### src/uopConsts.svh
// Shared sizing constants for the decode stage.
// Include this header wherever vector length or field widths are needed.
// The packages build their types from these values.

`ifndef UOP_CONSTS_SVH
`define UOP_CONSTS_SVH

// Number of elements a vector load or store expands into
`define VEC_ELEMS 4

// Width of the element index carried in each micro-op
`define ELEM_IDX_W 2

// Instruction field widths, the register form spends the rest on func
`define OPCODE_W 6
`define REG_W 5
`define IMM_W 16
`define FUNC_W 11

`endif
### src/isaPkg.sv
// Instruction encoding for the decode stage.
// Holds the opcode enumeration, the two instruction forms and the union
// that overlays them, plus helpers that tell the forms apart.

`include "uopConsts.svh"

package isaPkg;

	// ========================================================================
	// Opcodes
	// ========================================================================

	// Loads sit in 0x08, stores in 0x10 so the groups read easily in a dump
	typedef enum logic [`OPCODE_W-1:0]
	{
		OP_NOP  = 6'h00,
		OP_ADD  = 6'h01,
		OP_ADDI = 6'h02,
		OP_LDB  = 6'h08,
		OP_LDW  = 6'h09,
		OP_LDV  = 6'h0a,
		OP_STB  = 6'h10,
		OP_STW  = 6'h11,
		OP_STI  = 6'h12,
		OP_STV  = 6'h14,
		OP_STVX = 6'h15
	} opcode_t;

	// ========================================================================
	// Instruction forms
	// ========================================================================

	// Register form with three register fields and a function field
	typedef struct packed
	{
		opcode_t opcode;
		logic [`REG_W-1:0] rd;
		logic [`REG_W-1:0] ra;
		logic [`REG_W-1:0] rb;
		logic [`FUNC_W-1:0] func;
	} regForm_t;

	// Immediate form where rb and func give way to a 16-bit constant
	typedef struct packed
	{
		opcode_t opcode;
		logic [`REG_W-1:0] rd;
		logic [`REG_W-1:0] ra;
		logic [`IMM_W-1:0] imm;
	} immForm_t;

	// The same 32-bit word seen both ways; the opcode picks the view
	typedef union packed
	{
		regForm_t rForm;
		immForm_t iForm;
	} instr_t;

	// Opcodes whose word must be read in register form
	function automatic logic isRegForm(input opcode_t op);
		return (op == OP_ADD) || (op == OP_STVX) || (op == OP_LDV);
	endfunction

	// Opcodes that expand into one micro-op per vector element
	function automatic logic isVector(input opcode_t op);
		return (op == OP_LDV) || (op == OP_STV) || (op == OP_STVX);
	endfunction

endpackage

### src/uopPkg.sv
// Micro-op types produced by the decode stage.
// The sequencer emits microOp_t and the store decoder tags each one
// with a storeFlags_t.

`include "uopConsts.svh"

package uopPkg;

	// One micro-op, a whole scalar instruction or one vector element
	typedef struct packed
	{
		isaPkg::opcode_t opcode;
		logic [`REG_W-1:0] rd;
		logic [`REG_W-1:0] ra;
		// Zero when the instruction came in immediate form
		logic [`REG_W-1:0] rb;
		// Zero when the instruction came in register form
		logic [`IMM_W-1:0] imm;
		logic [`ELEM_IDX_W-1:0] elemIdx;
		// Set on a scalar micro-op and on the final vector element
		logic lastElem;
	} microOp_t;

	// Size of the memory write, none for anything that is not a store
	typedef enum logic [1:0] {SZ_NONE, SZ_BYTE, SZ_WORD} storeSize_t;

	// Store classification of one micro-op
	typedef struct packed
	{
		logic store;
		logic vstore;
		logic vstoreNdx;
		storeSize_t size;
	} storeFlags_t;

endpackage

### src/decodeStage.sv
// Top level of the store-classification decode stage.
// Instructions come in on instrValid/instr and leave as a stream of
// micro-ops with their store flags; busy holds upstream during expansion.

`timescale 1ns/1ps
`include "uopConsts.svh"

module decodeStage
(
	input logic clk,
	input logic reset,
	input logic instrValid,
	input isaPkg::instr_t instr,
	output logic busy,
	output logic uopValid,
	output uopPkg::microOp_t uop,
	output uopPkg::storeFlags_t flags
);

	// Sequencer to counter controls and counter status back
	logic load;
	logic step;
	logic [`ELEM_IDX_W-1:0] elemIdx;
	logic last;

	uopSequencer u_sequencer
	(
		.clk(clk),
		.reset(reset),
		.instrValid(instrValid),
		.instr(instr),
		.elemIdx(elemIdx),
		.last(last),
		.load(load),
		.step(step),
		.busy(busy),
		.uopValid(uopValid),
		.uop(uop)
	);

	elementCounter u_counter
	(
		.clk(clk),
		.reset(reset),
		.load(load),
		.step(step),
		.elemIdx(elemIdx),
		.last(last)
	);

	// Classifies the registered micro-op so flags share its cycle
	storeDecoder u_storeDecoder
	(
		.uop(uop),
		.flags(flags)
	);

endmodule

### src/storeDecoder.sv
// Store classifier for issued micro-ops.
// Purely combinational; flags line up with the micro-op in the same cycle
// and mark scalar, vector and indexed vector stores with their size.

`timescale 1ns/1ps

module storeDecoder
(
	input uopPkg::microOp_t uop,
	output uopPkg::storeFlags_t flags
);
	import isaPkg::*;
	import uopPkg::*;

	// Scalar stores of any size
	function automatic logic isStore(input opcode_t op);
		case (op)
			OP_STB, OP_STW, OP_STI: return 1'b1;
			default: return 1'b0;
		endcase
	endfunction

	// Vector stores, both strided and indexed
	function automatic logic isVecStore(input opcode_t op);
		return (op == OP_STV) || (op == OP_STVX);
	endfunction

	// Indexed vector store only
	function automatic logic isVecStoreNdx(input opcode_t op);
		return op == OP_STVX;
	endfunction

	// Byte stores are the one narrow case, every other store writes a word
	function automatic storeSize_t sizeOf(input opcode_t op);
		case (op)
			OP_STB: return SZ_BYTE;
			OP_STW, OP_STI, OP_STV, OP_STVX: return SZ_WORD;
			default: return SZ_NONE;
		endcase
	endfunction

	assign flags.store = isStore(uop.opcode);
	assign flags.vstore = isVecStore(uop.opcode);
	assign flags.vstoreNdx = isVecStoreNdx(uop.opcode);
	assign flags.size = sizeOf(uop.opcode);

endmodule

### src/uopSequencer.sv
// Micro-op sequencer for the decode stage.
// Accepts one instruction when idle, issues element 0 the next cycle and
// for vector opcodes keeps issuing one element per cycle from a saved copy.
// busy tells upstream to hold its instruction until expansion ends.

`timescale 1ns/1ps
`include "uopConsts.svh"

module uopSequencer
(
	input logic clk,
	input logic reset,
	input logic instrValid,
	input isaPkg::instr_t instr,
	input logic [`ELEM_IDX_W-1:0] elemIdx,
	input logic last,
	output logic load,
	output logic step,
	output logic busy,
	output logic uopValid,
	output uopPkg::microOp_t uop
);
	import isaPkg::*;
	import uopPkg::*;

	typedef enum logic {Idle, Expand} seqState_t;

	seqState_t state;
	instr_t savedInstr;
	logic accept;
	logic acceptVec;

	// Turn an instruction word into a micro-op for one element
	// Only the field that belongs to the form is copied, the other is zeroed
	function automatic microOp_t buildUop
	(
		input instr_t word,
		input logic [`ELEM_IDX_W-1:0] idx,
		input logic lastOne
	);
		microOp_t op;
		// Opcode, rd and ra sit at the same bits in both views
		op.opcode = word.rForm.opcode;
		op.rd = word.rForm.rd;
		op.ra = word.rForm.ra;
		if (isRegForm(word.rForm.opcode))
		begin
			op.rb = word.rForm.rb;
			op.imm = '0;
		end
		else
		begin
			op.rb = '0;
			op.imm = word.iForm.imm;
		end
		op.elemIdx = idx;
		op.lastElem = lastOne;
		return op;
	endfunction

	// ========================================================================
	// Control
	// ========================================================================

	// A new instruction is only taken while idle
	assign accept = instrValid && (state == Idle);
	assign acceptVec = accept && isVector(instr.rForm.opcode);

	// Counter starts on a vector accept and advances with every expanded element
	assign load = acceptVec;
	assign step = (state == Expand);

	// Busy covers the cycles in which expansion still owes elements
	assign busy = (state == Expand);

	always_ff @(posedge clk)
	begin
		if (reset)
		begin
			state <= Idle;
			uopValid <= 1'b0;
		end
		else
		begin
			uopValid <= 1'b0;
			case (state)
				Idle:
				begin
					if (accept)
						uopValid <= 1'b1;
					if (acceptVec)
						state <= Expand;
				end
				Expand:
				begin
					uopValid <= 1'b1;
					// Leave after queuing the last element so the next accept lines up
					if (last)
						state <= Idle;
				end
				default:
					state <= Idle;
			endcase
		end
	end

	// ========================================================================
	// Micro-op payload
	// ========================================================================

	// Element 0 is built straight from the input, later ones from the copy
	always_ff @(posedge clk)
	begin
		if (accept)
		begin
			savedInstr <= instr;
			uop <= buildUop(instr, '0, !isVector(instr.rForm.opcode));
		end
		else if (state == Expand)
			uop <= buildUop(savedInstr, elemIdx, last);
	end

endmodule

### src/elementCounter.sv
// Element counter for vector expansion.
// The sequencer loads it when a vector instruction is accepted and steps
// it once per issued element; last marks the final element.

`timescale 1ns/1ps
`include "uopConsts.svh"

module elementCounter
(
	input logic clk,
	input logic reset,
	input logic load,
	input logic step,
	output logic [`ELEM_IDX_W-1:0] elemIdx,
	output logic last
);

	// Element 0 leaves with the accept, so the count restarts at 1
	always_ff @(posedge clk)
	begin
		if (reset)
			elemIdx <= '0;
		else if (load)
			elemIdx <= `ELEM_IDX_W'(1);
		else if (step)
			elemIdx <= elemIdx + `ELEM_IDX_W'(1);
	end

	// The counter wraps to zero after the final step, which is harmless
	// because the sequencer has gone idle by then
	assign last = (elemIdx == `ELEM_IDX_W'(`VEC_ELEMS - 1));

endmodule

### config.mk
export PLATFORM = sky130hd
export DESIGN_NAME = decodeStage
export DESIGN_NICKNAME = d
export VERILOG_FILES = /design/src/isaPkg.sv /design/src/uopPkg.sv /design/src/decodeStage.sv /design/src/storeDecoder.sv /design/src/uopSequencer.sv /design/src/elementCounter.sv
export VERILOG_INCLUDE_DIRS = /design/src
export SDC_FILE = /design/constraint.sdc
export NUM_CORES = 1
export LEC_CHECK = 0
export BUFFER_PORTS_ARGS = -buffer_cell sky130_fd_sc_hd__buf_2
export CORE_ASPECT_RATIO = 1.25
export CORE_MARGIN = 2
export CORE_UTILIZATION = 47
export DETAILED_ROUTE_END_ITERATION = 6
export PLACE_DENSITY = 0.76
export SKIP_CTS_REPAIR_TIMING = 1
export SLEW_MARGIN = 20
export SYNTH_ARGS = -nofsm -noshare
export SYNTH_HDL_FRONTEND = slang
export SYNTH_SLANG_ARGS = --single-unit
### constraint.sdc
create_clock -name clk -period 2.05 [get_ports clk]
set_input_delay 0.41 -clock clk [delete_from_list [all_inputs] [get_ports clk]]
set_output_delay 0.41 -clock clk [all_outputs]
set_load 0.03 [all_outputs]
==> results.txt <==
Worst EP required: 1.64 ns
Worst slack at placement: 0.1129 ns
Post-Syn Nets: 228
HP Start: instr[4]
Post-route clock period utilization: 100.4%
Total wire length: 5786 um
Critical Path Source Type: flip-flop
FMAX: 486.0 MHz
P&R area growth vs syn: 24.65%
WL/cell: 15.55 um
Sw Share: 23.71%
Clock share of power: 32.2%
Main synth FF type: edfxtp_1
Vias in the first global route: 1884
Leak pwr: 1.496 nW
CP Cell Sequence: or3b_4, nor3b_4, and2_4, buf_6
Cell accounting for the most synthesized area: edfxtp_1
Critical path class: flip-flop to output port
Final worst slack: -0.007485 ns
Worst clock skew: 0.006193 ns
Type of the most critical hold path: primary input to flip-flop
GRT overflow: 0
Cells after Synth: 192
Post-DRT Antenna Nets: 0
Share of the synthesized area in the top cell type: 69.59%
PortBufs: 81
Tot GR Track Use: 17.28%
Comb power frac: 11.4%
Die Y: 93.63 um
RSZ-0062 raised after global routing: true
Final HPWL DP: 3890 um
Post-Route Setup TNS: -0.007485 ns
CTS max path bufs: 2
Placed cell count: 355
RR Startpoint: u_sequencer.savedInstr[26]
TritonCTS clock tree: yes
Failing checks: negative setup slack
CTS HTree Levels: 3
RePlAce Congestion: 0.7914
Synth Cell Area: 3020 um2
Worst EP arrival: 1.65 ns
CTS root buffer: clkbuf_8
Die Span X: 75.70 um
Fin cells: 372
CP endpoint kind: output port
Rel. slew slack: 38.89%
Fin crit period: 2.057 ns
Switching power: 0.7730 mW
Synth warn: 0
R2R setup slack: 0.22 ns
EDFF count, synth: 70
Initial core utilization: 48.67%
Synthesized area per cell: 15.73 um2
Share of layout cells above drive strength 1: 39.37%
Internal: 2.487 mW
DR vias: 1976
Die area: 7087 um2
Clock sinks: 76
Run status: complete, but fails checks
Final Hold Vio Count: 0
Crit-path max FO: 4
Endpoints failing setup: 1
Slowest CP cell: or3b_4
Initial antenna violation count: 0
Filler cells: 478
Clock transition at path regs: 0.07 ns
Final nets: 318
Worst vdd ir: 0.3980 mV
Drt pass-1 iters: 7
Seq pwr share: 56.4%
Buf/Inv on CP: 1
Pwr dens: 866.0 nW/um2
Max incr delay on CP: 0.45 ns
Cell Rows: 32
FF+latch count, synth: 76
DRC viols: 0
Fin. max-slew vios: 0
ANT cells: 0
Via/cell ratio: 5.312
Worst-skew pair later-pin latency: 0.34 ns
Total CTS buffers: 9
Worst Setup SP: u_sequencer.uop[39]
Initial DRC count: 165
Global-route wire length before repair: 8845 um
Pin count of the biggest net entering global routing: 40
Worst path top cell family by delay: simple AND/OR/NAND/NOR gates
Synth area leaders: edfxtp_1, a22o_1, dfxtp_1
Core area: 6206 um2
Worst-Margin Slew: 0.9167 ns
Async S/R FF share, synth: 0%
Sequential share of the synthesized area: 73.57%
I/O pin cnt: 82
Distinct cells, synth: 39
Max-Cap Viols: 0
## per-layer routing
metal / share of wire, % / track usage, %
met1: 41 / 21.26
met2: 51 / 26.74
met3: 5.3 / 5.172
met4: 2.7 / 9.649
met5: 0 / 0
## power by group through the flow
stage | sequential (mW) | combinational (mW) | clock (mW)
after global placement | 1.87 | 0.360 | 0
final | 1.84 | 0.371 | 1.05
after global routing | 1.85 | 0.400 | 1.14
after CTS | 1.84 | 0.369 | 1.08
after detailed placement | 1.87 | 0.368 | 0
after floorplan | 1.98 | 0.125 | 0
## worst register-to-register path, delay by kind of cell (launching register included)
family / cells / cell delay, ns
compound gates: 3 / 0.98
simple gates: 1 / 0.18
flops: 1 / 0.40
## kinds of logic after synthesis
kind of cell	Yosys count	synth area share, %
flops	76	73.57
compound gates	53	14.50
simple gates	46	8.534
buf+inv	13	2.071
xor+xnor	2	0.5801
mux	1	0.3314
fa+ha+maj	1	0.4142
## path summary, 6_finish.rpt
kind / endpoint / cells past startpoint
worst min register to register: u_sequencer.uop[1] / 2
worst max register to register: u_sequencer.uop[21] / 4
worst min-delay path: u_sequencer.savedInstr[4] / 1
worst max-delay path: flags[2] / 4
## area by class of cell
cell class | count | area (um2) | share of cell area (%)
sequential | 76 | 2223 | 59.06
multi-input combinational | 103 | 772.0 | 20.51
timing repair buffer | 89 | 474.2 | 12.60
clock buffer | 13 | 138.9 | 3.689
tap | 85 | 106.4 | 2.825
clock inverter | 3 | 38.79 | 1.030
inverter | 3 | 11.26 | 0.2991
## sequential cells by signal, indices dropped and copies added, names as in the netlist
| name | flops |
|---|---|
| u_counter.elemIdx | 2 |
| u_sequencer.busy | 1 |
| u_sequencer.savedInstr | 32 |
| u_sequencer.uop | 40 |
| u_sequencer.uopValid | 1 |
## per-stage QoR
step | power [mW] | utilization, % | area [um2] | hold slack [ns]
6_report | 3.260 | 60.67 | 3765 | 0.2559
5_1_grt | 3.391 | 60.67 | 3765 | 0.2380
4_1_cts | 3.284 | 60.22 | 3737 | 0.2354
3_5_place_dp | 2.240 | 57.36 | 3560 | 0.4615
3_3_place_gp | 2.229 | 57.36 | 3560 | 0.4611
2_1_floorplan | 2.104 | - | 3033 | 0.4530
## cell usage in the layout, fill, tap and decap left out, drive strengths merged, types with 3 or more instances in the layout
cell    instances
a22o           18
a32o           11
clkbuf         13
dfxtp           6
nand2b          3
nor2            3
edfxtp         70
o22ai          10
buf            89
inv             3
nor2b          13
a21oi           3
nand2          15
## synthesized netlist by cell type, types with 2 or more instances
library cell  number
or2_2              2
inv_1              3
nor2_1             3
a32o_1            11
dfxtp_1            6
nand2_1           15
nor2b_1           13
edfxtp_1          70
o21ai_0            2
a21oi_1            3
buf_2              5
a311oi_1           2
clkbuf_1           3
nand2b_1           3
o22ai_1           10
a22o_1            18
Power figures use the tool's default switching activity.
